File: src/verilog/control_settings.svh
`ifndef CONTROL_SETTINGS_SVH
`define CONTROL_SETTINGS_SVH

// Instruction word and step counter widths.
`define INSTR_WIDTH 32
`define STEP_WIDTH  3

// Opcodes.
`define OP_RTYPE 6'd0
`define OP_ADDI  6'd8
`define OP_RESET 6'd63

// Funct codes of the R-type word.
`define FUNCT_ADD  6'd32
`define FUNCT_SUB  6'd34
`define FUNCT_AND  6'd36
`define FUNCT_SLL  6'd0
`define FUNCT_SLT  6'd42
`define FUNCT_SRA  6'd3
`define FUNCT_SRL  6'd2
`define FUNCT_SLLV 6'd4
`define FUNCT_SRAV 6'd7

// ALU operation codes.
`define ALU_ADD 3'd1
`define ALU_SUB 3'd2
`define ALU_AND 3'd3
`define ALU_SLT 3'd7

// Shifter commands.
`define SHIFT_LOAD  3'd1
`define SHIFT_LEFT  3'd2
`define SHIFT_RIGHT 3'd3
`define SHIFT_ARITH 3'd4

// Write-back source select.
`define MEM_TO_REG_SLT   4'd4
`define MEM_TO_REG_SHIFT 4'd8

`endif

File: src/verilog/controlPkg.sv
`include "control_settings.svh"

package controlPkg;

    typedef struct packed {
        logic [5:0] opcode;
        logic [4:0] rs;
        logic [4:0] rt;
        logic [4:0] rd;
        logic [4:0] shamt;
        logic [5:0] funct;
    } rTypeFields;

    typedef struct packed {
        logic [5:0] opcode;
        logic [4:0] rs;
        logic [4:0] rt;
        logic [`INSTR_WIDTH-17:0] immediate; // Everything below the two register fields.
    } iTypeFields;

    // The same word seen as a register or an immediate instruction.
    typedef union packed {
        rTypeFields rType;
        iTypeFields iType;
    } instrWord;

    typedef enum logic [3:0] {
        opNone,
        opAdd,
        opSub,
        opAnd,
        opSlt,
        opSll,
        opSrl,
        opSra,
        opSllv,
        opSrav,
        opAddi,
        opHalt
    } operation;

    typedef enum logic [3:0] {
        stFetch,
        stAdd,
        stAddi,
        stSub,
        stAnd,
        stSll,
        stSlt,
        stSra,
        stSrl,
        stSllv,
        stSrav,
        stHalt
    } controlState;

    typedef struct packed {
        logic       pcWrite;
        logic       irWrite;
        logic       regWrite;
        logic       aWrite;
        logic       bWrite;
        logic [2:0] aluOp;
        logic       aluOutWrite;
        logic       aluSrcA;
        logic [1:0] aluSrcB;
        logic [1:0] regDst;
        logic [3:0] memToReg;
        logic       shiftAmtSel;
        logic       shiftSrcSel;
        logic [2:0] shiftOp;
    } controlWord;

    // Number of cycles spent in each state.
    function automatic logic [`STEP_WIDTH-1:0] stateLength(controlState state);
        case (state)
            stFetch: return `STEP_WIDTH'd6;
            stSll, stSrl, stSra, stSllv, stSrav: return `STEP_WIDTH'd3;
            stAdd, stSub, stAnd, stAddi: return `STEP_WIDTH'd2;
            default: return `STEP_WIDTH'd1; // slt and halt
        endcase
    endfunction

endpackage

File: src/verilog/controlSequencer.sv
module controlSequencer (
    input  logic                    clock,
    input  logic                    reset,
    input  controlPkg::operation    op,
    input  logic                    lastStep,
    output controlPkg::controlState state,
    output logic                    resetRequest
);

    controlPkg::controlState nextState;

    always_comb begin
        nextState = state;
        if (lastStep) begin
            case (state)
                controlPkg::stFetch: begin
                    case (op)
                        controlPkg::opAdd:  nextState = controlPkg::stAdd;
                        controlPkg::opSub:  nextState = controlPkg::stSub;
                        controlPkg::opAnd:  nextState = controlPkg::stAnd;
                        controlPkg::opSlt:  nextState = controlPkg::stSlt;
                        controlPkg::opSll:  nextState = controlPkg::stSll;
                        controlPkg::opSrl:  nextState = controlPkg::stSrl;
                        controlPkg::opSra:  nextState = controlPkg::stSra;
                        controlPkg::opSllv: nextState = controlPkg::stSllv;
                        controlPkg::opSrav: nextState = controlPkg::stSrav;
                        controlPkg::opAddi: nextState = controlPkg::stAddi;
                        controlPkg::opHalt: nextState = controlPkg::stHalt;
                        default:            nextState = controlPkg::stFetch;
                    endcase
                end
                controlPkg::stHalt: begin
                    nextState = controlPkg::stHalt; // Only reset leaves halt.
                end
                default: begin
                    nextState = controlPkg::stFetch;
                end
            endcase
        end
    end

    always_ff @(posedge clock) begin
        if (reset) begin
            // A held reset toggles between halt and fetch.
            if (state == controlPkg::stHalt) begin
                state        <= controlPkg::stFetch;
                resetRequest <= 1'b0;
            end else begin
                state        <= controlPkg::stHalt;
                resetRequest <= 1'b1;
            end
        end else begin
            state        <= nextState;
            resetRequest <= (nextState == controlPkg::stHalt);
        end
    end

endmodule

File: src/verilog/controlUnit.sv
`include "control_settings.svh"

module controlUnit (
    input  logic                   clock,
    input  logic                   reset,
    input  controlPkg::instrWord   instruction,
    output controlPkg::controlWord control,
    output logic                   resetRequest
);

    controlPkg::operation    op;
    controlPkg::controlState state;
    logic [`STEP_WIDTH-1:0]  step;
    logic                    lastStep;

    instructionDecoder decoder0 (
        .instruction (instruction),
        .op          (op)
    );

    controlSequencer sequencer0 (
        .clock        (clock),
        .reset        (reset),
        .op           (op),
        .lastStep     (lastStep),
        .state        (state),
        .resetRequest (resetRequest)
    );

    stepCounter counter0 (
        .clock    (clock),
        .reset    (reset),
        .state    (state),
        .step     (step),
        .lastStep (lastStep)
    );

    controlWordTable table0 (
        .clock   (clock),
        .reset   (reset),
        .state   (state),
        .step    (step),
        .control (control)
    );

endmodule

File: src/verilog/controlWordTable.sv
`include "control_settings.svh"

module controlWordTable (
    input  logic                    clock,
    input  logic                    reset,
    input  controlPkg::controlState state,
    input  logic [`STEP_WIDTH-1:0]  step,
    output controlPkg::controlWord  control
);

    controlPkg::controlWord row;
    logic                   immediateShift;
    logic [2:0]             shiftDirection;
    logic [2:0]             aluFunction;

    // Shift amount and source come from the instruction only for sll, srl and sra.
    assign immediateShift = (state == controlPkg::stSll) || (state == controlPkg::stSrl)
                         || (state == controlPkg::stSra);

    always_comb begin
        case (state)
            controlPkg::stSrl:                     shiftDirection = `SHIFT_RIGHT;
            controlPkg::stSra, controlPkg::stSrav: shiftDirection = `SHIFT_ARITH;
            default:                               shiftDirection = `SHIFT_LEFT;
        endcase
    end

    always_comb begin
        case (state)
            controlPkg::stSub: aluFunction = `ALU_SUB;
            controlPkg::stAnd: aluFunction = `ALU_AND;
            default:           aluFunction = `ALU_ADD;
        endcase
    end

    always_comb begin
        row = '0;
        case (state)
            controlPkg::stFetch: begin
                case (step)
                    3'd0, 3'd1, 3'd2: begin
                        row.aluOp   = `ALU_ADD;
                        row.aluSrcB = 2'd1;
                    end
                    3'd3: begin
                        row.aluOp   = `ALU_ADD;
                        row.aluSrcB = 2'd1;
                        row.pcWrite = 1'b1;
                        row.irWrite = 1'b1; // Instruction register loads here.
                    end
                    3'd4: begin
                        row.aWrite  = 1'b1;
                        row.bWrite  = 1'b1;
                        row.aluSrcB = 2'd1;
                    end
                    default: ;
                endcase
            end
            controlPkg::stAdd, controlPkg::stSub, controlPkg::stAnd: begin
                row.aluOp       = aluFunction;
                row.aluOutWrite = 1'b1;
                row.aluSrcA     = 1'b1;
                if (step == 3'd1) begin
                    row.regWrite = 1'b1;
                    row.regDst   = 2'd1;
                end
            end
            controlPkg::stAddi: begin
                // The first step runs a subtract with the immediate operand.
                if (step == 3'd0) begin
                    row.aluOp       = `ALU_SUB;
                    row.aluOutWrite = 1'b1;
                    row.aluSrcA     = 1'b1;
                    row.aluSrcB     = 2'd2;
                end else begin
                    row.regWrite = 1'b1;
                    row.aluOp    = `ALU_ADD;
                    row.aluSrcA  = 1'b1;
                end
            end
            controlPkg::stSlt: begin
                row.regWrite = 1'b1;
                row.aluOp    = `ALU_SLT;
                row.aluSrcA  = 1'b1;
                row.regDst   = 2'd1;
                row.memToReg = `MEM_TO_REG_SLT;
            end
            controlPkg::stSll, controlPkg::stSrl, controlPkg::stSra,
            controlPkg::stSllv, controlPkg::stSrav: begin
                row.regDst   = 2'd1;
                row.memToReg = `MEM_TO_REG_SHIFT;
                case (step)
                    3'd0: begin
                        row.shiftAmtSel = immediateShift;
                        row.shiftSrcSel = immediateShift;
                        row.shiftOp     = `SHIFT_LOAD;
                    end
                    3'd1: row.shiftOp = shiftDirection;
                    default: begin
                        row.shiftOp  = `SHIFT_LEFT;
                        row.regWrite = 1'b1;
                    end
                endcase
            end
            default: ; // Halt drives nothing.
        endcase
    end

    always_ff @(posedge clock) begin
        if (reset) begin
            control <= '0;
        end else begin
            control <= row;
        end
    end

endmodule

File: src/verilog/instructionDecoder.sv
`include "control_settings.svh"

module instructionDecoder (
    input  controlPkg::instrWord instruction,
    output controlPkg::operation op
);

    always_comb begin
        op = controlPkg::opNone; // Unknown words restart fetch.
        case (instruction.iType.opcode)
            `OP_RTYPE: begin
                case (instruction.rType.funct)
                    `FUNCT_ADD:  op = controlPkg::opAdd;
                    `FUNCT_SUB:  op = controlPkg::opSub;
                    `FUNCT_AND:  op = controlPkg::opAnd;
                    `FUNCT_SLT:  op = controlPkg::opSlt;
                    `FUNCT_SLL:  op = controlPkg::opSll;
                    `FUNCT_SRL:  op = controlPkg::opSrl;
                    `FUNCT_SRA:  op = controlPkg::opSra;
                    `FUNCT_SLLV: op = controlPkg::opSllv;
                    `FUNCT_SRAV: op = controlPkg::opSrav;
                    default:     op = controlPkg::opNone;
                endcase
            end
            `OP_ADDI: begin
                op = controlPkg::opAddi;
            end
            `OP_RESET: begin
                op = controlPkg::opHalt;
            end
            default: begin
                op = controlPkg::opNone;
            end
        endcase
    end

endmodule

File: src/verilog/stepCounter.sv
`include "control_settings.svh"

module stepCounter (
    input  logic                    clock,
    input  logic                    reset,
    input  controlPkg::controlState state,
    output logic [`STEP_WIDTH-1:0]  step,
    output logic                    lastStep
);

    logic [`STEP_WIDTH-1:0] length;

    assign length = controlPkg::stateLength(state);

    // The sequencer moves on when this is high.
    assign lastStep = (step == length - 1'b1);

    always_ff @(posedge clock) begin
        if (reset) begin
            step <= '0;
        end else if (lastStep) begin
            step <= '0;
        end else begin
            step <= step + 1'b1;
        end
    end

endmodule
File: config.mk
export PLATFORM = sky130hd
export DESIGN_NAME = controlUnit
export DESIGN_NICKNAME = d
export VERILOG_FILES = /design/src/verilog/controlPkg.sv /design/src/verilog/controlSequencer.sv /design/src/verilog/controlUnit.sv /design/src/verilog/controlWordTable.sv /design/src/verilog/instructionDecoder.sv /design/src/verilog/stepCounter.sv
export VERILOG_INCLUDE_DIRS = /design/src /design/src/verilog
export SDC_FILE = /design/constraint.sdc
export NUM_CORES = 1
export LEC_CHECK = 0
export ABC_AREA = 1
export BUFFER_PORTS_ARGS = -buffer_cell sky130_fd_sc_hd__buf_2
export CORE_ASPECT_RATIO = 0.6
export CORE_UTILIZATION = 53
export CTS_CLUSTER_SIZE = 16
export DETAILED_ROUTE_END_ITERATION = 7
export PLACE_DENSITY = 0.93
export SYNTH_ARGS = -nofsm -noshare
export SYNTH_HDL_FRONTEND = slang
export SYNTH_SLANG_ARGS = --single-unit
File: constraint.sdc
create_clock -name clock -period 3.4 [get_ports clock]
set_input_delay 0.68 -clock clock [delete_from_list [all_inputs] [get_ports clock]]
set_output_delay 0.68 -clock clock [all_outputs]
set_load 0.01 [all_outputs]
==> results.py, run 1 <==
metrics = {
    "critical_path": {
        "crit_top_cell": "nand2_1",
        "worst-setup-path-type": "in2reg",
        "worstPathRequired_ps": 3590,
        "crit_slowest_cell": "ha_1",
        "critPathLaunch": "instruction[31]",
        "r2r_start": "counter0.length[0]",
        "critPathLaunchType": "input pin",
        "cp_slowest_stage_delay_ps": 300,
        "worstSetupEndpointType": "register",
        "rr_endpoint": "counter0.length[2]",
        "cp_data_arrival_time_ps": 2640,
        "worstPathMaxFanout": 5,
        "cp-endpoint": "counter0.length[1]",
        "cp_cell_sequence": "buf_2 > nor2_2 > nand3_2 > nor2_4 > inv_1 > o21a_1 > ha_1 > inv_1 > nand2_1 > a21oi_1 > nand2_1 > nand2_1 > nand3_2 > nand2_1 > nand2_1 > nand2_1 > nand2_1",
        "r2r_slack_ps": 1440,
        "reg2regPathDepth": 12,
        "crit_family": "simple AND/OR/NAND/NOR gates",
        "worst-path-buf-inv": 3,
        "worst-path-stages": 17,
    },
    "timing": {
        "fin_crit_ps": 2450,
        "hold_viol_final": 0,
        "drv_slew": 0,
        "max_freq_mhz": 408,
        "fin_hold_ws_ps": 517,
        "final.period_utilization_pct": 72.1,
        "fin_worst_skew_ps": 1.81,
        "rsz0062_at_grt": "false",
        "finalSetupTns_ps": 0,
        "setup_viol": 0,
    },
    "die": {
        "initial_core_util_pct": 56.7,
        "die_h_um": 45.2,
        "die_w_um": 74.0,
        "core_sq_um": 2910,
        "die-area_sq_um": 3350,
        "rows": 15,
        "pin_count": 58,
    },
    "route": {
        "wl_per_cell_um": 11.0,
        "drt_iter0_drc": 115,
        "routed_wl_mm": 3.49,
        "post-route-drc-count": 0,
        "drtPass1Iterations": 5,
        "drt-vias-per-instance": 4.90,
        "num_vias": 1552,
        "drtAntennaViolNets": 0,
    },
    "clocking": {
        "cts_made_buffers": 3,
        "clock_path_buffers": 2,
        "cts_tree": "yes",
        "clk_pin_slew_ps": 90,
        "cts_setup_buffers": 0,
        "cts-resized-gates": 0,
        "htree_levels": 1,
        "cts.sinks": 28,
        "cts_root_buf": "clkbuf_8",
        "insertion_delay_ps": 280,
        "hold_buffers": 0,
    },
    "pwr": {
        "powerDensity_nw_per_um2": 781,
        "max-vdd-ir-drop_mv": 0.400,
        "leakagePower_nw": 1.05,
    },
    "synthesis": {
        "avgSynthCellArea_sq_um": 6.82,
        "synthArstFlopShare_pct": 0,
        "synth_top_flop_cell": "dfxtp_1",
        "synth-edff-count": 0,
        "netlist-cell-type-count": 32,
        "syn_area_sq_um": 1650,
        "yosys_warnings": 0,
        "synth_cells": 242,
        "ys_seq_area_share_pct": 34.0,
        "synth_seq_cells": 28,
    },
    "finish": {
        "fin_area_sq_um": 1900,
        "area_growth_pct": 15.3,
        "final_cells": 317,
        "final_layout_size_suffix_gt1_share_pct": 23.6,
        "nets": 319,
        "antenna_cells": 0,
    },
    "global_route": {
        "grt.total_usage_pct": 23.2,
        "grt_max_degree": 17,
        "grt_pass1_wl_mm": 5.73,
        "antenna_found_initial": 0,
        "gr-total-overflow": 0,
        "first_global_vias": 1320,
    },
    "placement": {
        "dp_cells": 313,
        "finalWeightedCongestion": 0.935,
        "port_buffers": 34,
        "dpl.hpwl_mm": 2.70,
        "placed_area_sq_um": 1830,
    },
    "flow_run": {
        "max-cap-violations": 0,
    },
    "worst_hold_path": {
        "hold_class": "reg2reg",
    },
    "status": {
        "outcome": "finished, final reports clean",
    },
}
cells in the mapped netlist (2+ instances only):
cell / number / area share (%)
xor2_1: 3 / 1.6
o21ai_1: 2 / 0.61
nand2_1: 48 / 11
nor2_2: 7 / 2.7
inv_1: 41 / 9.3
ha_1: 9 / 6.8
nand3_1: 10 / 3.0
nand4_1: 2 / 0.76
o21ai_2: 2 / 1.1
nor3_1: 3 / 0.91
a21oi_1: 9 / 2.7
buf_4: 6 / 2.7
nor2_1: 40 / 9.1
inv_2: 3 / 0.68
o21ai_0: 3 / 0.91
nand3_2: 6 / 3.6
a31oi_1: 2 / 0.76
dfxtp_1: 28 / 34
nand2_2: 5 / 1.9
cell families after synthesis:
logic type                 count (synthesis)  synth area share, %
other                                      1                0.227
adders and majority gates                  9                 6.82
DFF                                       28                 34.0
AOI/OAI and AO/OA                         23                 8.49
buffers and inverters                     52                 13.3
xor gates and xnor gates                   4                 2.12
and+or+nand+nor                          125                 35.1
placed cells by master (no fill, tap or decap), types with 2 or more instances in the layout:
cell / netlist / layout
xor2_1: 3 / 3
nand2_2: 5 / 5
o21ai_1: 2 / 2
dfxtp_1: 28 / 28
o21ai_2: 2 / 2
nand3_2: 6 / 6
nor2_1: 40 / 40
nand3_1: 10 / 10
conb_1: 1 / 3
ha_1: 9 / 9
o21ai_0: 3 / 3
clkbuf_8: 0 / 3
a31oi_1: 2 / 2
a21oi_1: 9 / 9
inv_2: 3 / 3
nand4_1: 2 / 2
buf_2: 0 / 34
nor2_2: 7 / 7
nand2_1: 48 / 48
nor3_1: 3 / 3
inv_1: 41 / 41
power by group:
part	total (mW)	leakage, nW	internal, mW	switching [mW]
Combinational	0.731	0.786	0.251	0.480
Clock	0.262	0.0357	0.158	0.104
Sequential	0.493	0.230	0.430	0.0631
Total	1.49	1.05	0.838	0.647
per-stage QoR:
stage               power, mW  util [%]  setup WS, ps
finish                   1.49      65.4           950
global route             1.61      65.4           777
CTS                      1.48      65.4           978
detailed placement       1.21      63.0           675
global placement         1.18      63.0           748
floorplan                1.03         -          1020
worst min-delay path by stage:
stage / from / to / slack (ps) / cells after the start
2_1_floorplan: counter0.step[0] / counter0.step[0] / 450 / 1
3_3_place_gp: counter0.step[0] / counter0.step[0] / 480 / 1
3_5_place_dp: counter0.step[0] / counter0.step[0] / 500 / 1
4_1_cts: counter0.step[0] / counter0.step[0] / 520 / 1
5_1_grt: counter0.step[0] / counter0.step[0] / 540 / 1
6_report: counter0.step[0] / counter0.step[0] / 520 / 1
cell type report:
cell class	count	area, sq um
Fill cell	242	1010
Multi-Input combinational cell	164	878
Sequential cell	28	561
Timing Repair Buffer	34	170
Inverter	45	170
Tap cell	42	52.6
Clock buffer	3	41.3
Clock inverter	1	30.0
metal layers:
layer / share of wire [%] / vias up / track usage [%]
met1: 48 / 676 / 30.7
met3: 8.4 / 6 / 5.58
met5: 0 / - / 0
li1: - / 805 / -
met4: 1.4 / 0 / 8.85
met2: 43 / 65 / 36.9
state kept, by name, indices dropped and copies added (netlist names):
name / flops
counter0.step: 3
sequencer0.state: 4
table0.control: 17
sequencer0.resetRequest: 1
counter0.length: 3
(Power assumes the default switching activity.)
==> run 2: changes to the inputs <==
ABC_AREA = 0   (was 1)
CORE_UTILIZATION = 45   (was 53)
PLACE_DENSITY = 0.84   (was 0.93)
clock period = 2 ns   (was 3.4 ns; I/O delays follow)
==> results.py, run 2 <==
metrics = {
    "status": {
        "outcome": "finished with violations",
        "violations": "negative setup slack",
    },
    "timing": {
        "fin_worst_skew_ps": 3.94,
        "drv_slew": 0,
        "setup_viol": 7,
        "max_freq_mhz": 436,
        "fin_crit_ps": 2290,
        "hold_viol_final": 0,
        "final.period_utilization_pct": 115,
        "fin_ws_ps": -292,
        "finalSetupTns_ps": -1510,
        "fin_hold_ws_ps": 501,
        "rsz0062_at_grt": "true",
    },
    "die": {
        "die-area_sq_um": 4160,
        "die_w_um": 82.6,
        "initial_core_util_pct": 47.4,
        "pin_count": 58,
        "core_sq_um": 3700,
        "die_h_um": 50.4,
        "rows": 17,
    },
    "clocking": {
        "insertion_delay_ps": 280,
        "clock_path_buffers": 2,
        "cts.sinks": 28,
        "cts_made_buffers": 3,
        "cts_root_buf": "clkbuf_8",
        "cts_tree": "yes",
        "hold_buffers": 0,
        "htree_levels": 1,
        "clk_pin_slew_ps": 90,
    },
    "synthesis": {
        "yosys_warnings": 0,
        "synth-edff-count": 0,
        "netlist_top_cells_count": "28 x dfxtp_1, 21 x nor2_1, 14 x nand2_1",
        "synth_top_cell_by_area": "dfxtp_1",
        "synthArstFlopShare_pct": 0,
        "netlist-cell-type-count": 56,
        "yosys.area.top_type_share_pct": 32.0,
        "avgSynthCellArea_sq_um": 8.16,
        "synth_top_flop_cell": "dfxtp_1",
        "ys_seq_area_share_pct": 32.0,
        "synth_seq_cells": 28,
        "syn_area_sq_um": 1750,
        "synth_area_leaders": "dfxtp_1 32%, ha_1 6.4%, nor2_1 4.5%, a21oi_1 3.7%, o21ai_0 3.7%",
        "synth_cells": 215,
        "synth_most_common_cell": "dfxtp_1",
    },
    "pwr": {
        "max-vdd-ir-drop_mv": 0.611,
        "intPower_mw": 1.60,
        "powerDensity_nw_per_um2": 1090,
        "clkPwrFrac_pct": 16.8,
        "seqPwrFrac_pct": 29.1,
        "total_power_mw": 2.69,
        "p_sw_mw": 1.09,
        "sw_frac_of_total_pct": 40.7,
        "leakagePower_nw": 1.13,
        "p_comb_share_pct": 54.1,
    },
    "finish": {
        "final_layout_size_suffix_gt1_share_pct": 41.0,
        "area_growth_pct": 40.7,
        "antenna_cells": 0,
        "largest_reg_flops": 17,
        "mostFrequentLayoutCells": "39 x buf_4, 32 x buf_2, 28 x dfxtp_1, 19 x nor2_1, 13 x o21ai_0",
        "biggestRegsByFlops": "table0.control: 17 flops, sequencer0.state: 4 flops",
        "top_register": "table0.control",
        "nets": 322,
        "fill_cells": 263,
        "layout_commonest_cell": "buf_4",
    },
    "flow_run": {
        "max-cap-violations": 0,
    },
    "critical_path": {
        "worstPathRequired_ps": 2170,
        "cp_slowest_stage_delay_ps": 390,
        "r2r_start": "counter0.length[0]",
        "crit_slowest_cell": "or3_4",
        "worstSetupEndpointType": "register",
        "crit_top_cell": "buf_4",
        "critPathLaunchType": "input pin",
        "critPathLaunch": "instruction[0]",
        "cp_data_arrival_time_ps": 2460,
        "cp_cell_sequence": "buf_2 > buf_4 > or3_4 > a311oi_4 > buf_4 > nor4_4 > o21bai_2 > a31oi_4 > o41ai_1",
        "worstPathMaxFanout": 5,
        "worst-setup-path-type": "in2reg",
    },
    "global_route": {
        "first_global_vias": 1638,
        "grt.total_usage_pct": 25.7,
        "grt_max_degree": 17,
        "gr-total-overflow": 0,
        "antenna_found_initial": 0,
        "grt_pass1_wl_mm": 7.90,
    },
    "route": {
        "post-route-drc-count": 0,
        "drt-vias-per-instance": 5.59,
        "routed_wl_mm": 4.95,
        "wl_per_cell_um": 15.2,
        "drtAntennaViolNets": 0,
        "num_vias": 1818,
        "drtPass1Iterations": 4,
        "drt_iter0_drc": 159,
    },
    "worst_hold_path": {
        "hold_class": "in2reg",
        "worstHoldStart": "reset",
    },
    "placement": {
        "dpl.hpwl_mm": 3.40,
        "port_buffers": 34,
        "finalWeightedCongestion": 0.908,
    },
}
[run 2: cell count changes in the layout (fill, tap and decap cells not counted), sizes merged, moves of 6 or more]
cell	previous run	this run
nand3	16	10
nor2	48	21
o21ai	7	16
nor3	3	11
inv	44	12
buf	34	75
nand2	54	14
[run 2: per-layer routing]
layer | up-vias | wire (um) | global-route usage, %
li1 | 890 | - | -
met1 | 824 | 2220 | 34.2
met2 | 92 | 2250 | 40.5
met3 | 12 | 381 | 5.45
met4 | 0 | 100 | 9.77
met5 | - | 0 | 0
[run 2: kinds of logic (layout without fill, tap and decap cells)]
| kind of cell | Yosys count | after routing | synth area share [%] |
|---|---|---|---|
| xor gates and xnor gates | 4 | 4 | 2.78 |
| and+or+nand+nor | 89 | 89 | 27.6 |
| AOI/OAI and AO/OA | 54 | 54 | 22.2 |
| other | 1 | 3 | 0.214 |
| buffers and inverters | 30 | 91 | 8.84 |
| DFF | 28 | 28 | 32.0 |
| adders and majority gates | 9 | 9 | 6.42 |
[run 2: worst paths after layout]
path / end / slack, ps / depth (start not counted)
setup / recovery: sequencer0.resetRequest / -290 / 9
setup reg to reg: counter0.length[1] / -110 / 9
hold reg to reg: counter0.step[0] / 560 / 1
hold / removal: sequencer0.state[0] / 500 / 2
[run 2: power groups by stage]
stage               clock network (mW)  logic [mW]  registers [mW]
floorplan                            0       0.845           0.833
global placement                     0        1.23           0.786
detailed placement                   0        1.25           0.793
CTS                              0.449        1.35           0.781
global route                     0.468        1.63           0.804
finish                           0.451        1.46           0.784
[run 2: cell type report]
type                    count  area (sq um)  share of cell area (%)
multi-input cells         159          1220                    49.5
flip-flops and latches     28           561                    22.7
repair buffers             75           505                    20.5
well taps                  47          58.8                    2.38
inverters                  12          50.0                    2.03
clock buffers               3          41.3                    1.67
clock inverters             1          30.0                    1.22
[run 2: worst max-delay path: cells and delay by family]
family,cells,cell delay (ps)
and+or+nand+nor,2,440
AOI/OAI and AO/OA,4,1120
buffers and inverters,3,510
[run 2: timing repair]
| item | 4_1_cts | 5_1_grt |
|---|---|---|
| pin swaps | 14 | 6 |
| buffers inserted | 6 | 2 |
| resized for setup | 23 | 12 |
| setup endpoints to repair | 7 | 8 |
[run 2: metrics by stage]
stage / area (sq um) / instances / setup WS, ps / util [%]
after global placement: 2170 / 313 / -527 / 58.6
after CTS: 2390 / 323 / -260 / 64.7
after global routing: 2470 / 325 / -382 / 66.7
after detailed placement: 2170 / 313 / -650 / 58.6
final: 2470 / 325 / -292 / 66.7
after floorplan: 1810 / 217 / -335 / -
